<file path="config.mk">
export PLATFORM = sky130hd
export DESIGN_NAME = crate_hitmap_accumulator
export DESIGN_NICKNAME = d
export VERILOG_FILES = /design/src/hdl/crate_hit_pkg.sv /design/src/hdl/crate_hitmap_accumulator.sv
export VERILOG_INCLUDE_DIRS = /design/src /design/src/hdl
export SDC_FILE = /design/constraint.sdc
export NUM_CORES = 1
export LEC_CHECK = 0
export ABC_AREA = 1
export BUFFER_PORTS_ARGS = -buffer_cell sky130_fd_sc_hd__buf_2
export CAP_MARGIN = 10
export CORE_AREA = 2 2 530 532
export CTS_CLUSTER_SIZE = 30
export DETAILED_ROUTE_END_ITERATION = 6
export DIE_AREA = 0 0 532 534
export PLACE_DENSITY_LB_ADDON = 0.15
export SETUP_SLACK_MARGIN = 0.05
export SYNTH_ARGS = -nofsm -noshare
export SYNTH_HDL_FRONTEND = slang
export SYNTH_SLANG_ARGS = --single-unit
</file>
<file path="constraint.sdc">
create_clock -name clk -period 1 [get_ports clk]
set_clock_uncertainty 0.05 [all_clocks]
set_input_delay 0.15 -clock clk [delete_from_list [all_inputs] [get_ports clk]]
set_output_delay 0.15 -clock clk [all_outputs]
set_load 0.05 [all_outputs]
</file>
<file path="src/hdl/crate_defines.svh">
`ifndef CRATE_DEFINES_SVH
`define CRATE_DEFINES_SVH

// Fiber link
`define CRATE_FIBER_W 16
`define CRATE_SYNC_WORD 16'hAAAA
`define CRATE_FIBER_ID_W 10

// Front-end channels and the fields of a channel word
`define CRATE_CHANNELS 16
`define CRATE_SPARE_W 3
`define CRATE_FIELD_W 6

// Hit map geometry
`define CRATE_ROWS 18
`define CRATE_COLS 38

// Event sequencing
`define CRATE_COLLECT_CYCLES 16
`define CRATE_CNT_W 4

// Header fields, flag in the top bit
`define CRATE_MARKER_W 11
`define CRATE_HDR_MARKER 11'h400
`define CRATE_HDR_FLAG 1'b1

`endif

</file>
<file path="src/hdl/crate_hit_pkg.sv">
`default_nettype none

`include "crate_defines.svh"

package crate_hit_pkg;

	// Row or column field of a channel word
	typedef logic [`CRATE_FIELD_W-1:0] cell_index_t;

	// One front-end channel word, valid sits at bit 12
	typedef struct packed
	{
		logic [`CRATE_SPARE_W-1:0] spare;
		logic valid;
		cell_index_t col;
		cell_index_t row;
	} channel_word_t;

	// All channels sampled in one cycle
	typedef channel_word_t [`CRATE_CHANNELS-1:0] channel_bus_t;

	// One map row, bit c+1 holds column field c
	typedef logic [`CRATE_COLS-1:0] map_row_t;

	// Index 0 is map row 1
	typedef map_row_t [`CRATE_ROWS-1:0] hit_map_t;

endpackage

`default_nettype wire

</file>
<file path="src/hdl/crate_hitmap_accumulator.sv">
`timescale 1ns/1ns
`default_nettype none

module crate_hitmap_accumulator
(
	input logic clk,
	input logic reset,
	input logic collect,
	input logic clear,
	input crate_hit_pkg::hit_map_t set_mask,
	output crate_hit_pkg::hit_map_t map
);

	crate_hit_pkg::hit_map_t map_q;

	// Sticky hit bits, one edge behind collect
	always_ff @(posedge clk)
	begin
		if (reset || clear)
		begin
			map_q <= '0;
		end
		else if (collect)
		begin
			map_q <= map_q | set_mask;
		end
	end

	assign map = map_q;

endmodule

`default_nettype wire

</file>
* Yosys cells after proc, flatten, opt, wreduce, memory -nomap -nowiden *
Cells that the tools add are included.

word-level totals
  logic and storage cells = 20
  bits of input ports = 688
  flip-flop bits (word level) = 684

operators by class
  bitwise gates (word level) = 1
  reductions and logical operators = 1

operator list
  operator            number
  bitwise OR 684 bit  1
  logical OR 1 bit    1

* Longest topological paths before layout *
Gate-level depths: netlist of the first run.

  depth in word-level cells = 1
  gate-level depth with buffers = 7
  gate-level depth less buffers = 4

* Least setup slack after synthesis of the first run *
No wires, ideal clock.

  kind = flip-flop to flip-flop
  start = register map_q (netlist bit map[113])
  end = register map_q (netlist bit map[113])
  data arrival time = 839 ps
  setup slack = 55 ps
  stages on the path, launching flop included = 5
  library setup time = 57 ps
  path buffers = 0
  period minus slack after synthesis = 945 ps
  cell sequence = dfxtp_1 -> inv_1 -> nand2_1 -> nand2_1 -> inv_1

between the ends
  word-level cells in the longest chain between the ends = 1

RTL lines
  element                   line                            RTL
  start: declaration        crate_hitmap_accumulator.sv:14  crate_hit_pkg::hit_map_t map_q;
  start signal: assignment  crate_hitmap_accumulator.sv:25  map_q <= map_q | set_mask;
  bitwise OR 684 bit        crate_hitmap_accumulator.sv:25

Every way passes these cells.
A chain may end at the register's enable or synchronous reset.

* Worst setup path in the final report of the first run *
  start = register map_q (netlist bit map[332])
  end = output map[332] (netlist name)

RTL lines
  element           line                            RTL
  end: declaration  crate_hitmap_accumulator.sv:11  output crate_hit_pkg::hit_map_t map

No word-level cell between the ends.

==> run metrics, run 1 <==
hold path start collect; CP Launch Type flop; WL final ~170000 um; RePlAce Congestion 0.8726; Sum Neg Setup Slack -328.12 ns; cells along the critical path buf_12, buf_12; Net Count, Synth between 4000 and 5000; max-cap check violation count 0; Max Buffers Root-to-Sink 4; Final Max Slew Viols 0; Post-route DRC 0; core area 0.2784 mm^2; reg-to-reg slack, setup roughly 0.20 ns; Stages on worst setup path 2; area leader, netlist dfxtp_1; hold_ws -0.00006184 ns; async set-reset flop share out of synthesis 0%; f_max 619.2 MHz; routed length per instance roughly 16 um; number of enable flip-flop cells after synthesis 0; Die Ht 534 um; vias per cell between 2 and 3; status finished with violations; Synth cell types 7; total CTS buffers 102; max_slew headroom between 70% and 80%; CTS tree built; crit-path most repeated cell buf_12; gr ovfl total 0; Sequential Area approximately 0.015 mm^2; Clock Latency Late Sink 0.79 ns; antenna-violating nets left 0; layout cells sized above 1 a little over a third; WHS Path Cells 6; CTS root buf clkbuf_16; Synth Warn # 0; buffers and inverters on the worst path 2; DRT Pass-1 Iters 5; Max VDD drop roughly 1.1 mV; Worst Max-Slew Pin Slew 0.3161 ns; vias in the first global route 32150; Synth Instances between 4000 and 5000; crit path capture map[332]; RR Endpoint map[332]; via count 31180; Port-buffer cells 1371; Top delay family on crit path flip-flops; Setup Viol. Count Final a little under 700; failing checks negative hold slack, negative setup slack; Tmin final about 1.6 ns; top cells by count, synth 2052 x nand2_1, 1368 x inv_1, 684 x dfxtp_1; ranking of synthesized cells by area dfxtp_1 50%, nand2_1 28%, inv_1 19%; #FFs+latches synth a little under 700; initial antenna violation count 74; first-pass GRT wire length 237900 um; Syn Area/Cell approximately 6.5 um^2; row count 194; # IOs around 1400; P per Cell Area between 1000 and 1500 mW/mm^2; HP Class in2reg; Worst EP arrival 1.42 ns; Synth Cell Area around 0.027 mm^2; Synth top area share 49.88%; die width 532 um; launch point of the worst path map[332]; Worst Setup Slack, final -0.6151 ns; initial DRC count roughly 930; FF-to-FF path depth 5; Most used DFF post-synth dfxtp_1; largest net degree at the start of global routing 57; CP Capture Type primary output; Global Route Usage Sum between 10 and 15%; die area around 0.28 mm^2; Req. time, crit path about 0.8 ns; final net count 7269; Fin. Hold Viols 1; cell with the most instances after synthesis nand2_1; sequential area share after synthesis approximately half; flip-flop count of the largest register after layout between 600 and 700; worst r2r src map[332]; Clk pin slew, worst setup/hold paths around 0.060 ns; Synth-to-Final Area Change 118.9%; area of the multi-input gates 0.007714 mm^2; CTS HTree Levels 3; Crit path largest cell delay ~0.34 ns; post-layout util 21.58%; Leak 32.84 nW; Post-DP HPWL between 100000 and 150000 um; Num Clock Sinks approximately 700; Final Cycle Share 161.5%; unrepaired setup endpoints after global routing yes; Critical Path Slowest Stage Cell dfxtp_2; Fill cells about 31000; Setup Crit Path Kind reg2out; Max FO, Critical Path 2; Starting Density between 9 and 10%
where the power goes:
group	switching [W]	internal [W]	leakage, nW	total, W
Combinational	0.00853	0.00751	25.3	0.0160
Sequential	0.000989	0.0283	5.90	0.0293
Clock	0.0145	0.0217	1.63	0.0362
Total	0.0240	0.0575	32.8	0.0815
worst min path at each step:
stage / end / slack [ns]
6_report: map[489] / -0.00006
5_1_grt: map[489] / 0.001
4_1_cts: map[83] / -0.30
3_5_place_dp: map[668] / 0.37
3_3_place_gp: map[306] / 0.37
2_1_floorplan: map[0] / 0.28
cells by family (layout without fill, tap and decap cells):
family / after synthesis / after routing / synth area share [%]
buffers and inverters: 1519 / 3917 / 22.02
DFF: 684 / 684 / 49.88
other: 0 / 21 / 0
and+or+nand+nor: 2053 / 2053 / 28.10
worst reg2reg max path, stage by stage, from the launching register on:
cell and delay, ns:
dfxtp_2 0.33, buf_12 0.14, inv_1 0.05, nand2_1 0.05, nand2_1 0.05, inv_1 0.04
layer usage:
| layer | up-vias | GRT usage [%] | routed length, um |
|---|---|---|---|
| li1 | 16100 | - | - |
| met1 | 13700 | 13.68 | 71150 |
| met2 | 1070 | 19.73 | 79280 |
| met3 | 227 | 4.336 | 14080 |
| met4 | 78 | 2.436 | 3272 |
| met5 | - | 0 | 478 |
layout by cell type (no fill, tap or decap), types with 17 or more instances in the layout:
master          netlist  final
buf_12                0    194
buf_6                 0     25
clkinv_2              0     17
dlygate4sd3_1         0    800
clkbuf_16             0    104
dfxtp_2               0    603
dfxtp_4               0     81
buf_4                63    154
dlymetal6s4s_1        0     17
buf_2                86    682
diode_2               0     21
buf_8                 0    498
inv_1              1368   1368
clkbuf_1              2     18
clkbuf_8              0     25
nand2_1            2052   2052
stage by stage:
| step | cell area (um^2) | total power (W) | instances | worst slack (ns) |
|---|---|---|---|---|
| floorplan | 27450 | 0.03581 | 4256 | 0.05470 |
| global placement | 40880 | 0.04113 | 9363 | -0.4175 |
| detailed placement | 40880 | 0.04113 | 9363 | -0.4260 |
| CTS | 59790 | 0.08385 | 10390 | -0.7371 |
| global route | 60060 | 0.08582 | 10390 | -0.7211 |
| finish | 60080 | 0.08150 | 10400 | -0.6151 |
repair_timing:
item                        CTS  global route
gates resized for setup    2569            99
gates cloned                  0             1
setup endpoints to repair   684           814
hold buffers                840             1
setup buffers                 8            15
hold endpoints to repair    684             1
pin swaps                     0             1
area by class of cell:
cell class / instances / area share, %
Sequential cell: 684 / 24.55
Inverter: 1368 / 8.547
Multi-Input combinational cell: 2053 / 12.84
Antenna cell: 21 / 0.08747
Clock buffer: 146 / 4.975
Clock inverter: 31 / 0.5290
Timing Repair Buffer: 2372 / 40.72
Tap cell: 3724 / 7.755
Power figures use the tool's default switching activity.
==> run 2, diff against run 1 <==
- GPL_TIMING_DRIVEN: default -> 0
==> run 2 against run 1 <==
The flow finishes with violations (negative setup slack). Largest cell class unchanged. Critical path type unchanged. Non-clock buffer count shrank 69. Highest routed layer unchanged. Wire length grew 6.5%. Sequential cell count is the same. Global-route usage grew 0.77 points. Critical path depth shrank 1.
==> run metrics, run 2 (synthesized netlist as in run 1, its figures left out) <==
vias in the first global route 31850 (-0.93%); Top delay family on crit path flip-flops; Leak 32.34 nW (-1.5%); # IOs 1372 (unchanged); Die Ht 534 um (unchanged); row count 194 (unchanged); Setup Crit Path Kind reg2out; Starting Density 9.860% (unchanged); Max FO, Critical Path 2 (unchanged); flip-flop count of the largest register after layout 684 (unchanged); Worst EP arrival 1.37 ns (-0.05 ns); most frequent cells in the layout 2052 x nand2_1, 1368 x inv_1, 765 x buf_2; Setup Viol. Count Final 685 (+0.15%); Max Buffers Root-to-Sink 4 (unchanged); buffers and inverters on the worst path 1 (-1); CTS root buf clkbuf_16; hold_ws 0.09500 ns (+0.09506 ns); Synth-to-Final Area Change 113.2%; worst r2r src map[343]; Final Max Slew Viols 0 (unchanged); Critical Path Slowest Stage Cell dfxtp_4; unrepaired setup endpoints after global routing yes; status finished with violations; Final Cycle Share 157.1% (-4.4 points); vias per cell 3.016 (+0.59%); Fin. Hold Viols 0 (-1); layout cells sized above 1 36.07% (about the same); launch point of the worst path map[184]; Crit path largest cell delay 0.42 ns (+0.08 ns); Fill cells 31430 (+0.53%); RePlAce Congestion 0.8767 (+0.47%); post-layout util 21.02% (-0.56 points); Global Route Usage Sum 12.32% (+0.77 points); CP Capture Type primary output; HP Class in2reg; Port-buffer cells 1370 (-0.073%); Post-route DRC 0 (unchanged); final net count 7199 (-0.96%); max_slew headroom 65.09% (-14 points); f_max 636.5 MHz (+2.8%); CP Launch Type flop; largest net degree at the start of global routing 16 (-72%); total CTS buffers 101 (-0.98%); die width 532 um (unchanged); DRT Pass-1 Iters 5 (unchanged); Num Clock Sinks 684 (unchanged); CTS tree built; gr ovfl total 0 (unchanged); Clock Latency Late Sink 0.79 ns (about the same); routed length per instance 17.36 um (+7.3%); hold path start set_mask[269]; initial DRC count 1043 (+12%); Clk pin slew, worst setup/hold paths 0.05 ns (about the same); Max VDD drop 1.175 mV (+11%); Worst Max-Slew Pin Slew 0.5237 ns (+0.2077 ns); failing checks negative setup slack; Req. time, crit path 0.80 ns (about the same); Post-DP HPWL 149400 um (+8.8%); Worst Setup Slack, final -0.5710 ns (+0.04412 ns); WL final 179200 um (+6.5%); cells along the critical path buf_8; CTS HTree Levels 3 (unchanged); via count 31140 (-0.11%); Tmin final 1.571 ns (-0.04412 ns); die area 0.2841 mm^2 (unchanged); max-cap check violation count 0 (unchanged); antenna-violating nets left 0 (unchanged); commonest non-fill, non-tap cell in the layout nand2_1; dpl ws -1.670 ns (-1.244 ns); core area 0.2784 mm^2 (unchanged); first-pass GRT wire length 247200 um (+3.9%); initial antenna violation count 88 (+19%); P per Cell Area 1386 mW/mm^2 (+2.2%)
-- run 2: cell types whose count changed in the layout (fill, tap and decap cells not counted), moves of 9 or more --
cell | before | now
buf_2 | 682 | 765
dlymetal6s4s_1 | 17 | 4
dfxtp_2 | 603 | 637
dfxtp_4 | 81 | 47
dlygate4sd3_1 | 800 | 756
clkbuf_1 | 18 | 27
buf_8 | 498 | 544
buf_4 | 154 | 86
buf_12 | 194 | 128
-- run 2: final cells by class --
type	count	area, um^2	share of cell area (%)
repair buffers	2152	22090	37.76
inverters	1368	5135	8.775
flip-flops and latches	684	14670	25.06
multi-input cells	2053	7714	13.18
well taps	3724	4659	7.963
plain buffers	151	934.6	1.597
clock buffers	150	2952	5.044
clock inverters	23	306.5	0.5239
diodes	22	55.05	0.09408
-- run 2: repair_timing --
action	4_1_cts	5_1_grt
endpoints found under the setup margin	1347	711
buffers inserted	11	10
pin swaps	1	0
gates resized for setup	2849	62
hold buffers	760	1
endpoints found under the hold margin	684	1
-- run 2: path summary, 6_finish.rpt --
check / to / slack (ns) / depth (start not counted)
max: map[184] / -0.57 / 1
min reg2reg: map[625] / 0.47 / 4
max reg2reg: map[343] / 0.18 / 5
min: map[269] / 0.09 / 6
-- run 2: per-layer routing --
metal | track usage (%) | vias to the layer above | wire, um | share of wire [%]
met5 | 0 | - | 309 | 0.17
met3 | 4.123 | 239 | 13810 | 7.7
li1 | - | 15950 | - | -
met1 | 14.45 | 13800 | 75080 | 42
met4 | 2.345 | 48 | 3402 | 1.9
met2 | 21.73 | 1109 | 86640 | 48
-- run 2: where the power goes --
group          switching (W)  internal [W]  total (W)
sequential          0.000957        0.0284     0.0293
combinational        0.00869       0.00703     0.0157
clock                 0.0147        0.0214     0.0360
total                 0.0243        0.0568     0.0811
-- run 2: stage by stage --
stage / total power, W / area (um^2) / instances / setup TNS (ns)
6_report: 0.08109 / 58520 / 10330 / -333.01
5_1_grt: 0.08528 / 58490 / 10320 / -401.90
4_1_cts: 0.08326 / 58180 / 10300 / -411.38
3_5_place_dp: 0.04057 / 38990 / 9351 / -745.56
3_3_place_gp: 0.04056 / 38970 / 9350 / -898.11
2_1_floorplan: 0.03581 / 27450 / 4256 / 0
