==> src/hdl/crate_defines.svh <==
`ifndef CRATE_DEFINES_SVH
`define CRATE_DEFINES_SVH

// Fiber link
`define CRATE_FIBER_W 16
`define CRATE_SYNC_WORD 16'hAAAA
`define CRATE_FIBER_ID_W 10

// Front-end channels and the fields of a channel word
`define CRATE_CHANNELS 16
`define CRATE_SPARE_W 3
`define CRATE_FIELD_W 6

// Hit map geometry
`define CRATE_ROWS 18
`define CRATE_COLS 38

// Event sequencing
`define CRATE_COLLECT_CYCLES 16
`define CRATE_CNT_W 4

// Header fields, flag in the top bit
`define CRATE_MARKER_W 11
`define CRATE_HDR_MARKER 11'h400
`define CRATE_HDR_FLAG 1'b1

`endif

==> src/hdl/crate_hit_pkg.sv <==
`default_nettype none

`include "crate_defines.svh"

package crate_hit_pkg;

	// Row or column field of a channel word
	typedef logic [`CRATE_FIELD_W-1:0] cell_index_t;

	// One front-end channel word, valid sits at bit 12
	typedef struct packed
	{
		logic [`CRATE_SPARE_W-1:0] spare;
		logic valid;
		cell_index_t col;
		cell_index_t row;
	} channel_word_t;

	// All channels sampled in one cycle
	typedef channel_word_t [`CRATE_CHANNELS-1:0] channel_bus_t;

	// One map row, bit c+1 holds column field c
	typedef logic [`CRATE_COLS-1:0] map_row_t;

	// Index 0 is map row 1
	typedef map_row_t [`CRATE_ROWS-1:0] hit_map_t;

endpackage

`default_nettype wire

==> src/hdl/crate_frame_pkg.sv <==
`default_nettype none

`include "crate_defines.svh"

package crate_frame_pkg;

	// 38-bit header, same width as a map row
	typedef struct packed
	{
		logic flag;
		logic [`CRATE_MARKER_W-1:0] marker;
		logic [`CRATE_FIBER_ID_W-1:0] fiber_id;
		logic [`CRATE_FIBER_W-1:0] sync;
	} frame_header_t;

	// Header followed by the 18 map rows
	typedef struct packed
	{
		frame_header_t header;
		crate_hit_pkg::hit_map_t rows;
	} frame_t;

	// Event sequencer states
	typedef enum logic [1:0]
	{
		IDLE,
		COLLECT,
		EMIT,
		CLEAR
	} seq_state_t;

endpackage

`default_nettype wire

==> src/hdl/crate_frame_sequencer.sv <==
`timescale 1ns/1ns
`default_nettype none

`include "crate_defines.svh"

module crate_frame_sequencer
(
	input logic clk,
	input logic reset,
	input logic [`CRATE_FIBER_W-1:0] fiber,
	input crate_hit_pkg::hit_map_t map,
	output logic collect,
	output logic clear,
	output logic frame_valid,
	output crate_frame_pkg::frame_t frame
);

	crate_frame_pkg::seq_state_t state;
	crate_frame_pkg::seq_state_t state_next;
	logic [`CRATE_CNT_W-1:0] count;
	logic last_sample;
	crate_frame_pkg::frame_header_t header;

	// Count reaches 15 at the edge of the 16th sample
	assign last_sample = (count == `CRATE_COLLECT_CYCLES - 1);

	always_comb
	begin
		state_next = state;
		case (state)
			crate_frame_pkg::IDLE:
			begin
				if (fiber == `CRATE_SYNC_WORD)
				begin
					state_next = crate_frame_pkg::COLLECT;
				end
			end
			crate_frame_pkg::COLLECT:
			begin
				if (last_sample)
				begin
					state_next = crate_frame_pkg::EMIT;
				end
			end
			crate_frame_pkg::EMIT:
			begin
				state_next = crate_frame_pkg::CLEAR;
			end
			crate_frame_pkg::CLEAR:
			begin
				state_next = crate_frame_pkg::IDLE;
			end
			default:
			begin
				state_next = crate_frame_pkg::IDLE;
			end
		endcase
	end

	always_ff @(posedge clk)
	begin
		if (reset)
		begin
			state <= crate_frame_pkg::IDLE;
			count <= '0;
		end
		else
		begin
			state <= state_next;
			if (state == crate_frame_pkg::COLLECT)
			begin
				count <= count + 1'b1;
			end
			else
			begin
				count <= '0;
			end
		end
	end

	// Fiber id comes from the frame cycle itself
	always_comb
	begin
		header.flag = `CRATE_HDR_FLAG;
		header.marker = `CRATE_HDR_MARKER;
		header.fiber_id = fiber[`CRATE_FIBER_ID_W-1:0];
		header.sync = `CRATE_SYNC_WORD;
	end

	// Strobes follow the state they belong to
	always_ff @(posedge clk)
	begin
		if (reset)
		begin
			collect <= 1'b0;
			clear <= 1'b0;
			frame_valid <= 1'b0;
			frame <= '0;
		end
		else
		begin
			collect <= (state_next == crate_frame_pkg::COLLECT);
			clear <= (state_next == crate_frame_pkg::CLEAR);
			frame_valid <= (state == crate_frame_pkg::EMIT);
			if (state == crate_frame_pkg::EMIT)
			begin
				frame.header <= header;
				frame.rows <= map;
			end
			else
			begin
				frame <= '0;
			end
		end
	end

endmodule

`default_nettype wire

==> config.mk <==
export PLATFORM = sky130hd
export DESIGN_NAME = crate_frame_sequencer
export DESIGN_NICKNAME = d
export VERILOG_FILES = /design/src/hdl/crate_hit_pkg.sv /design/src/hdl/crate_frame_pkg.sv /design/src/hdl/crate_frame_sequencer.sv
export VERILOG_INCLUDE_DIRS = /design/src /design/src/hdl
export SDC_FILE = /design/constraint.sdc
export NUM_CORES = 1
export LEC_CHECK = 0
export ABC_AREA = 1
export BUFFER_PORTS_ARGS = -buffer_cell sky130_fd_sc_hd__buf_2
export CAP_MARGIN = 20
export CORE_AREA = 2 2 563 565
export DETAILED_ROUTE_END_ITERATION = 16
export DIE_AREA = 0 0 565 567
export GPL_TIMING_DRIVEN = 0
export HOLD_SLACK_MARGIN = 0.06
export PLACE_DENSITY_LB_ADDON = 0.3
export SETUP_SLACK_MARGIN = 0.2
export SLEW_MARGIN = 25
export SYNTH_ARGS = -nofsm -noshare
export SYNTH_HDL_FRONTEND = slang
export SYNTH_SLANG_ARGS = --single-unit
==> constraint.sdc <==
create_clock -name clk -period 1.3 [get_ports clk]
set_input_delay 0.13 -clock clk [delete_from_list [all_inputs] [get_ports clk]]
set_output_delay 0.13 -clock clk [all_outputs]
set_load 0.05 [all_outputs]
; ---- Word level (Yosys, flattened, before mapping)
; Cells that the tools add are included.
[word_totals]
ff_bits = 731
out_inout_bits = 725
elab_cells = 44
[op_classes]
add_sub_neg = 1
n_eq_ne = 7
n_mux = 4
bitwise = 2
reduce_logical = 3
[op_table]
columns = cell, n
row1 = 722-bit 2-to-1 mux, 1
row2 = 16-bit equality test (second input constant), 1
row3 = 2-bit case mux with 4 select lines, 1
row4 = 2-bit equality test (second input constant), 3
row5 = 4-bit by 1-bit adder with 4-bit output (second input constant), 1
row6 = 2-bit by 1-bit equality test with 1-bit output (second input constant), 2
row7 = 4-bit equality test (second input constant), 1
row8 = 2-bit 2-to-1 mux, 2
row9 = 2-bit OR reduction, 2
row10 = 2-bit logical NOT, 1
row11 = 1-bit NOT, 2

; ---- Depth between registers and ports, before layout
; Gate-level depths: netlist (run 1).
[depth]
ltp_word = 4
depth_mapped = 8
ltp_nobuf = 8

; ---- Worst setup path after synthesis (run 1)
; No wires, ideal clock.
[synth_timing]
kind = register -> output
from = reg frame[697] (netlist name)
to = out frame[685] in the netlist's numbering
arrival_ps = 1087
slack_ps = 83
path_stages_with_launch = 2
path_buffers = 1
path_cell_list = dfxtp_1 > buf_4
[synth_rtl]
columns = element, line
row1 = "end, declared", crate_frame_sequencer.sv:15  ; output crate_frame_pkg::frame_t frame

; ---- Final worst setup path (run 1)
[layout_timing]
from = reg state[1]
to = reg frame[443] in the netlist's numbering
[layout_between]
elab_chain_cells = 3
[layout_rtl]
columns = element, line
row1 = "start, declared", crate_frame_sequencer.sv:18  ; crate_frame_pkg::seq_state_t state;
row2 = "start signal, assigned", crate_frame_sequencer.sv:64  ; state <= crate_frame_pkg::IDLE;
row3 = "start signal, assigned", crate_frame_sequencer.sv:69  ; state <= state_next;
row4 = 2-bit equality test, crate_frame_sequencer.sv:105  ; if (state == crate_frame_pkg::EMIT)
row5 = 1-bit NOT (no source line), n/a
row6 = 2-bit OR reduction (no source line), n/a
; Every way passes these cells.
; A chain may end at the register's enable or synchronous reset.

==> results of run 1 <==
-- flip-flops by register name, summed over array words and instances, names as in the netlist --
register / count
collect: 1
count: 4
state: 2
frame: 695
-- routing by layer --
metal	share of wire, %	routed length [um]
met5	0.71	1610
met4	3.9	8860
met3	14	31900
met2	42	94000
met1	40	89800
-- synthesized netlist by cell type --
| cell | n | area share [%] |
|---|---|---|
| a21oi_1 | 2 | 0.049 |
| buf_2 | 3 | 0.073 |
| buf_4 | 29 | 1.1 |
| buf_6 | 73 | 4.0 |
| conb_1 | 1 | 0.018 |
| dfxtp_1 | 702 | 68 |
| ha_1 | 1 | 0.061 |
| inv_1 | 704 | 13 |
| inv_4 | 1 | 0.030 |
| nand2_1 | 12 | 0.22 |
| nand3_1 | 2 | 0.049 |
| nor2_1 | 709 | 13 |
| nor2_4 | 1 | 0.055 |
| o21ai_0 | 2 | 0.049 |
| xnor2_1 | 1 | 0.043 |
-- path summary, 6_finish.rpt --
kind / depth (start not counted) / slack (ns) / from / endpoint
worst max-delay path: 9 / -0.39 / state[1] / frame[443]
worst max register to register: 9 / -0.39 / state[1] / frame[443]
worst min-delay path: 4 / 0.13 / map[57] / frame[57]
worst min register to register: 1 / 0.46 / count[0] / count[0]
-- cell families after synthesis --
family / count (synthesis) / share of synthesized area [%]
buf+inv: 810 / 18.0
simple gates: 724 / 13.3
flops: 702 / 68.5
compound gates: 4 / 0.0975
xor+xnor: 1 / 0.0427
fa+ha+maj: 1 / 0.0609
other cells: 1 / 0.0183
-- repair_timing --
action,CTS,global route
gates cloned,21,11
hold buffers,860,0
buffers inserted,27,2
endpoints found under the hold margin,702,0
resized for setup,590,410
endpoints found under the setup margin,1401,1404
pin swaps,8,7
-- power breakdown --
part	switching (W)	leakage [nW]	internal (W)	total [W]
clock	0.0113	1.58	0.0164	0.0277
sequential	0.00000000148	5.67	0.0215	0.0215
combinational	0.00234	17.3	0.00266	0.00499
total	0.0136	24.6	0.0406	0.0542
-- area by class of cell --
cell class	count	area share (%)
buffer	105	3.06
clock buffer	122	5.34
tap	4160	10.5
inverter	705	5.36
multi-input combinational	748	9.96
antenna	115	0.580
timing repair buffer	2329	35.6
sequential	702	28.5
clock inverter	47	1.16
-- worst max-delay path: stages, from the launching register on --
cell and delay [ns]:
dfxtp_2 0.33, inv_2 0.04, nor2_1 0.09, inv_1 0.07
nor2_4 0.20, inv_12 0.09, buf_12 0.17, buf_12 0.18
buf_12 0.17, nor2_4 0.17
-- metrics by stage --
step                      total power, W  hold slack (ns)  util, %  cell area [um2]  setup slack (ns)
after global routing              0.0562           0.0899     15.8            49500            -0.464
after CTS                         0.0552           0.0609     15.2            47600            -0.464
after global placement            0.0239            0.346     10.5            32800            -0.920
after detailed placement          0.0239            0.349     10.5            32800            -0.941
after floorplan                   0.0225            0.201        -            20600             0.221
final                             0.0542            0.128     15.8            49600            -0.387
==> impl_metrics.ini, run 1 <==
[cts]
cts_tree = done
clock_sinks = 702
clockRootBuffer = clkbuf_16
path_clk_slew_ns = 0.06
clk_latency_ns = 0.82
clock_path_buffers = 4
cts_made_buffers = 94
cts_max_level = 3

[sta]
hold_viol = 0
period_minus_slack_ns = 1.69
worst_pin_slew_ns = 0.531
timing.setup.tns_ns = -342.54
setup_viol = 1401
relSlewSlack_pct = 64.5
period_share_pct = 130
slew_viol_final = 0
fin_skew_ns = 0.0870
timing.fmax_mhz = 593
rsz0062_at_grt = yes
fin_ws_ns = -0.387

[finish]
layout_commonest_cell = buf_2
final_cell_mix = buf_2, dlygate4sd3_1, inv_1, dfxtp_1, nor2_1
stdcell_count = 9033
area_growth_pct = 142
multi_input_area_um2 = 4950
final_nets = 5388
n_fill_cell = 35200
drive_gt1_share_pct = 44.2
seq_area_um2 = 14100

[pwr]
peakVddDrop_v = 0.000941
p_per_area_nw_per_um2 = 1090
p_leak_nw = 24.6

[worst_setup_path]
crit_arrival_ns = 2.41
start_kind = flip-flop
critPathCaptureType = flip-flop
critPathKind = flip-flop to flip-flop
path_max_fanout = 10
cp.required_ns = 2.02

[die]
io_pins = 1427
initial_core_util_pct = 6.54
die_h_um = 567
die_x_um = 565
core_um2 = 314000
dieArea_um2 = 320000
row_count = 206

[job]
maxCapViolCount = 0

[place]
io_buffers = 1408
gp_congestion = 0.998
place_inst = 7828
place_hpwl_mm = 191

[yosys]
synth_seq_area_share_pct = 68.5
avgSynthCellArea_um2 = 9.15
yosysWarningCount = 0
syn_inst = 2243
synth.distinct_cells = 15
syn_area_um2 = 20500
ys_seq_elements = 702

[routing]
vias = 25200
first_pass_iters = 5
drc = 0
wl_mm = 226
viasPerCell = 2.79
detail-route-antenna-nets = 0
wire_per_inst_um = 25.0
drt_iter0_drc = 1320

[global_route]
use_met2_pct = 20.1
gr-max-usage-layer = met2
grt_pass1_vias = 26000
grt_use_total_pct = 13.4
grt_use_met1_pct = 15.6
antenna_found_initial = 294
grt_max_degree = 15
grt_pass1_wl_mm = 277
grt_remaining_overflow = 0
met3_usage_pct = 8.30

[worst_hold_path]
hold_class = input port to flip-flop

[status]
status = finished with violations
violations = negative setup slack
(Power assumes the default switching activity.)
==> run 2: changes to the inputs <==
--- a/config.mk
+++ b/config.mk
@@ -10,12 +10,14 @@
 export BUFFER_PORTS_ARGS = -buffer_cell sky130_fd_sc_hd__buf_2
 export CAP_MARGIN = 20
 export CORE_AREA = 2 2 563 565
+export CTS_CLUSTER_SIZE = 20
 export DETAILED_ROUTE_END_ITERATION = 16
 export DIE_AREA = 0 0 565 567
 export GPL_TIMING_DRIVEN = 0
 export HOLD_SLACK_MARGIN = 0.06
 export PLACE_DENSITY_LB_ADDON = 0.3
 export SETUP_SLACK_MARGIN = 0.2
+export SKIP_CTS_REPAIR_TIMING = 1
 export SLEW_MARGIN = 25
 export SYNTH_ARGS = -nofsm -noshare
 export SYNTH_HDL_FRONTEND = slang
==> run 2 against run 1 <==
  * The flow still finishes with violations (negative setup slack)
  * Sequential power about the same
  * Worst hold slack got worse by 0.046 ns
  * Via count decreased by 3.4%
  * Final cell count decreased by 2.1%
  * First-iteration DRC count increased by 6.0%
  * Clock power about the same
  * Combinational power decreased by 10%
==> impl_metrics.ini, run 2 (same netlist as run 1, synthesis figures left out) <==
[worst_setup_path]
start_kind = flip-flop
crit_chain = inv_2 > nor2_1 > inv_1 > nor2_4 > clkinv_8 > buf_12 > buf_16 > buf_6 > nor2_1
reg2reg_depth = 9
critPathKind = flip-flop to flip-flop
reg2reg_to = frame[453]
crit_path_max_incr_delay_ns = 0.33
timing.critical_path.mode_cell = nor2_1
critPathCaptureType = flip-flop
crit_arrival_ns = 2.41
path_max_fanout = 10
cp.required_ns = 1.99
r2r-start = state[1]
cp_slowest_cell = dfxtp_2
rrSetupSlack_ns = -0.42

[die]
die_h_um = 567
initial_core_util_pct = 6.54
io_pins = 1427
die_x_um = 565
core_um2 = 314000
row_count = 206
dieArea_um2 = 320000

[sta]
period_minus_slack_ns = 1.72
setup_viol = 1401
timing.fmax_mhz = 581
whs_ns = 0.0816
worst_pin_slew_ns = 0.529
hold_viol = 0
relSlewSlack_pct = 64.6
period_share_pct = 132
fin_ws_ns = -0.421
rsz0062_at_grt = yes
fin_skew_ns = 0.0838
slew_viol_final = 0

[place]
dp_slack_ns = -0.941
gp_congestion = 0.998
io_buffers = 1408
place_hpwl_mm = 191

[finish]
layout_commonest_cell = buf_2
final_nets = 5196
drive_gt1_share_pct = 41.3
area_growth_pct = 121
top_register = frame
final_cell_mix = buf_2, dlygate4sd3_1, inv_1, dfxtp_1, nor2_1
reg_top3 = frame (695), count (4), state (2)
largest_reg_flops = 695

[pwr]
p_per_area_nw_per_um2 = 1190
p_clk_share_pct = 51.6
peakVddDrop_v = 0.000939
pwr-share-comb_pct = 8.4
p_sw_w = 0.0134
power_frac_seq_pct = 40.1
intPower_w = 0.0403
p_sw_share_pct = 25.0
p_leak_nw = 23.3

[status]
violations = negative setup slack
status = finished with violations

[cts]
cts_tree = done
path_clk_slew_ns = 0.06
cts_made_buffers = 94
clk_latency_ns = 0.82
clock_sinks = 702
cts_max_level = 3
clockRootBuffer = clkbuf_16
clock_path_buffers = 4

[worst_hold_path]
hold_depth = 4
min_to = frame[36]
hold_class = input port to flip-flop
hp-start = map[36]

[global_route]
grt_use_total_pct = 12.7
grt_max_degree = 15
grt_pass1_wl_mm = 254
grt_remaining_overflow = 0
grt_pass1_vias = 20800
antenna_found_initial = 331

[routing]
viasPerCell = 2.75
detail-route-antenna-nets = 0
wl_mm = 219
vias = 24300
first_pass_iters = 5
wire_per_inst_um = 24.8
drt_iter0_drc = 1399
drc = 0

[job]
maxCapViolCount = 0
run 2: routing by layer:
metal | GRT usage (%) | wire [um] | vias up | share of wire (%)
met5 | 0 | 1560 | - | 0.71
met4 | 3.35 | 8040 | 244 | 3.7
met3 | 13.1 | 34400 | 562 | 16
met2 | 18.5 | 89600 | 1729 | 41
met1 | 12.2 | 85300 | 11100 | 39
li1 | - | - | 10700 | -
run 2: area by class of cell:
class / instances / area (um2)
Fill cell: 35700 / 269000
Timing Repair Buffer: 2137 / 14800
Sequential cell: 702 / 14100
Tap cell: 4160 / 5200
Multi-Input combinational cell: 748 / 3810
Inverter: 705 / 2660
Clock buffer: 122 / 2650
Buffer: 105 / 1250
Clock inverter: 47 / 578
Antenna cell: 118 / 295
run 2: power by group through the flow:
stage	registers, W	clock network [W]	logic, W
final	0.0215	0.0277	0.00449
after global routing	0.0215	0.0294	0.00479
after CTS	0.0215	0.0288	0.00194
after detailed placement	0.0220	0	0.00193
after global placement	0.0220	0	0.00191
after floorplan	0.0220	0	0.000559
run 2: worst max-delay path: cells and delay by family (launching register included):
| kind | cells | cell delay [ns] |
|---|---|---|
| buffers and inverters | 6 | 0.70 |
| DFF | 1 | 0.33 |
| and+or+nand+nor | 3 | 0.50 |
run 2: stage by stage:
stage	total power, W	cell area [um2]	TNS [ns]	util [%]	instances
finish	0.0537	45300	-360.50	14.4	8844
global route	0.0557	45100	-473.45	14.4	8782
CTS	0.0523	36100	-672.95	11.5	7997
detailed placement	0.0239	32800	-411.86	10.5	7828
global placement	0.0239	32800	-394.09	10.5	7828
floorplan	0.0225	20600	0	-	2260
run 2: how the worst max path moves through the flow:
stage / from / to / slack [ns]
2_1_floorplan: state[1] / frame[707] / 0.22
3_3_place_gp: state[1] / frame[283] / -0.92
3_5_place_dp: state[1] / frame[283] / -0.94
4_1_cts: state[1] / frame[283] / -1.00
5_1_grt: state[1] / frame[358] / -0.48
6_report: state[1] / frame[453] / -0.42
==> run 3: changes to the inputs <==
--- a/config.mk
+++ b/config.mk
@@ -9,10 +9,10 @@
 export ABC_AREA = 1
 export BUFFER_PORTS_ARGS = -buffer_cell sky130_fd_sc_hd__buf_2
 export CAP_MARGIN = 20
-export CORE_AREA = 2 2 563 565
+export CORE_AREA = 2 2 551 553
 export CTS_CLUSTER_SIZE = 20
 export DETAILED_ROUTE_END_ITERATION = 16
-export DIE_AREA = 0 0 565 567
+export DIE_AREA = 0 0 553 555
 export GPL_TIMING_DRIVEN = 0
 export HOLD_SLACK_MARGIN = 0.06
 export PLACE_DENSITY_LB_ADDON = 0.3
@@ -22,3 +22,4 @@
 export SYNTH_ARGS = -nofsm -noshare
 export SYNTH_HDL_FRONTEND = slang
 export SYNTH_SLANG_ARGS = --single-unit
+export TNS_END_PERCENT = 5
==> run 3 against run 2 <==
  * The flow still finishes with violations (negative setup slack)
  * Setup slack got worse by 0.028 ns
  * First-iteration DRC count shrank 3.1%
  * Fmax is 1.6% lower
  * Critical endpoint is now frame[483]
  * Count of clock-buffer cells in the layout decreased by 4
  * Critical path depth unchanged
  * Flip-flop and latch count unchanged
  * Highest routed layer unchanged
==> impl_metrics.ini, run 3 (same netlist as run 1, synthesis figures left out) <==
[worst_setup_path]
rrSetupSlack_ns = -0.45
critPathKind = flip-flop to flip-flop
crit_arrival_ns = 2.40
crit_path_max_incr_delay_ns = 0.33
cp_slowest_cell = dfxtp_2
start_kind = flip-flop
path_max_fanout = 10
path_buf_inv = 6
crit_family = buffers and inverters
crit_chain = inv_2 > nor2_2 > inv_2 > nor2_4 > clkinv_8 > buf_16 > buf_12 > buf_6 > nor2_1
cp.required_ns = 1.95
critPathCaptureType = flip-flop
timing.critical_path.mode_cell = inv_2

[routing]
drt_iter0_drc = 1356
drc = 0
viasPerCell = 2.77
detail-route-antenna-nets = 0
wl_mm = 210
wire_per_inst_um = 24.3
first_pass_iters = 5
vias = 24000

[cts]
cts_tree = done
clock_sinks = 702
clock_path_buffers = 4
cts_made_buffers = 94
path_clk_slew_ns = 0.06
clk_latency_ns = 0.81
cts_max_level = 3
clockRootBuffer = clkbuf_16

[finish]
area_growth_pct = 121
layout_commonest_cell = buf_2
stdcell_count = 8666
fin_util_pct = 15.1
final_nets = 5197
largest_reg_flops = 695
reg_top3 = frame (695), count (4), state (2)
n_fill_cell = 34100
final_cell_mix = buf_2, dlygate4sd3_1, inv_1, dfxtp_1, nor2_1
top_register = frame
drive_gt1_share_pct = 42.3

[status]
violations = negative setup slack
status = finished with violations

[global_route]
grt_use_met1_pct = 12.0
grt_max_degree = 15
gr-max-usage-layer = met2
grt_pass1_vias = 20800
grt_use_total_pct = 12.7
met3_usage_pct = 14.0
grt_pass1_wl_mm = 246
use_met2_pct = 18.0
grt_remaining_overflow = 0
antenna_found_initial = 330

[die]
initial_core_util_pct = 6.81
io_pins = 1427
die_x_um = 553
core_um2 = 301000
dieArea_um2 = 307000
row_count = 202
die_h_um = 555

[pwr]
p_per_area_nw_per_um2 = 1160
peakVddDrop_v = 0.000928
p_leak_nw = 23.3
power.total_w = 0.0526

[place]
place_inst = 7646
gp_congestion = 1.05
place_hpwl_mm = 184
io_buffers = 1408
dp_slack_ns = -0.805

[sta]
setup_viol = 1397
period_share_pct = 135
timing.fmax_mhz = 572
rsz0062_at_grt = yes
period_minus_slack_ns = 1.75
slew_viol_final = 0
hold_viol = 0
fin_skew_ns = 0.0535
fin_ws_ns = -0.450

[job]
maxCapViolCount = 0

[worst_hold_path]
hold_class = input port to flip-flop
-- run 3: cell types whose count changed in the layout (fill, tap and decap cells not counted), sizes merged, moves of 2 or more --
cell / change
bufinv: -2
clkinvlp: +5
inv: -2
clkbuf: -7
diode: +6
buf: +5
-- run 3: area by class of cell --
cell class                      count  area (um2)  share of cell area (%)
Multi-Input combinational cell    748        3660                    8.06
Sequential cell                   702       14100                    31.1
Timing Repair Buffer             2138       15300                    33.7
Buffer                            105        1270                    2.80
Tap cell                         3978        4980                    11.0
Clock buffer                      118        2580                    5.69
Inverter                          705        2660                    5.85
Antenna cell                      124         310                   0.683
Clock inverter                     48         527                    1.16
-- run 3: final timing paths --
check             cells past startpoint    endpoint     start
hold reg to reg                       1    count[0]  count[0]
setup / recovery                      9  frame[483]  state[1]
setup reg to reg                      9  frame[483]  state[1]
hold / removal                        4  frame[151]  map[151]
-- run 3: metrics by stage --
step / setup TNS (ns) / hold slack (ns) / area (um2)
CTS: -666.72 / -0.571 / 35700
floorplan: 0 / 0.201 / 20600
global placement: -404.10 / 0.348 / 32600
global route: -421.80 / 0.0605 / 45200
detailed placement: -426.10 / 0.348 / 32600
finish: -311.96 / 0.0840 / 45400
-- run 3: tightest hold or removal path, cell delays in order --
cell and delay [ns]:
dlygate4sd3_1 0.52, buf_2 0.10, inv_1 0.03, nor2_1 0.08
-- run 3: routing by layer --
metal	vias to the layer above	part of all wire, %
met4	262	3.9
met1	10800	38
met5	-	0.82
li1	10700	-
met3	571	17
met2	1655	40
-- run 3: where the power goes --
part / total [W] / internal [W] / switching [W]
combinational: 0.00442 / 0.00235 / 0.00206
clock: 0.0267 / 0.0157 / 0.0110
sequential: 0.0215 / 0.0215 / 0.00000000170
total: 0.0526 / 0.0395 / 0.0130
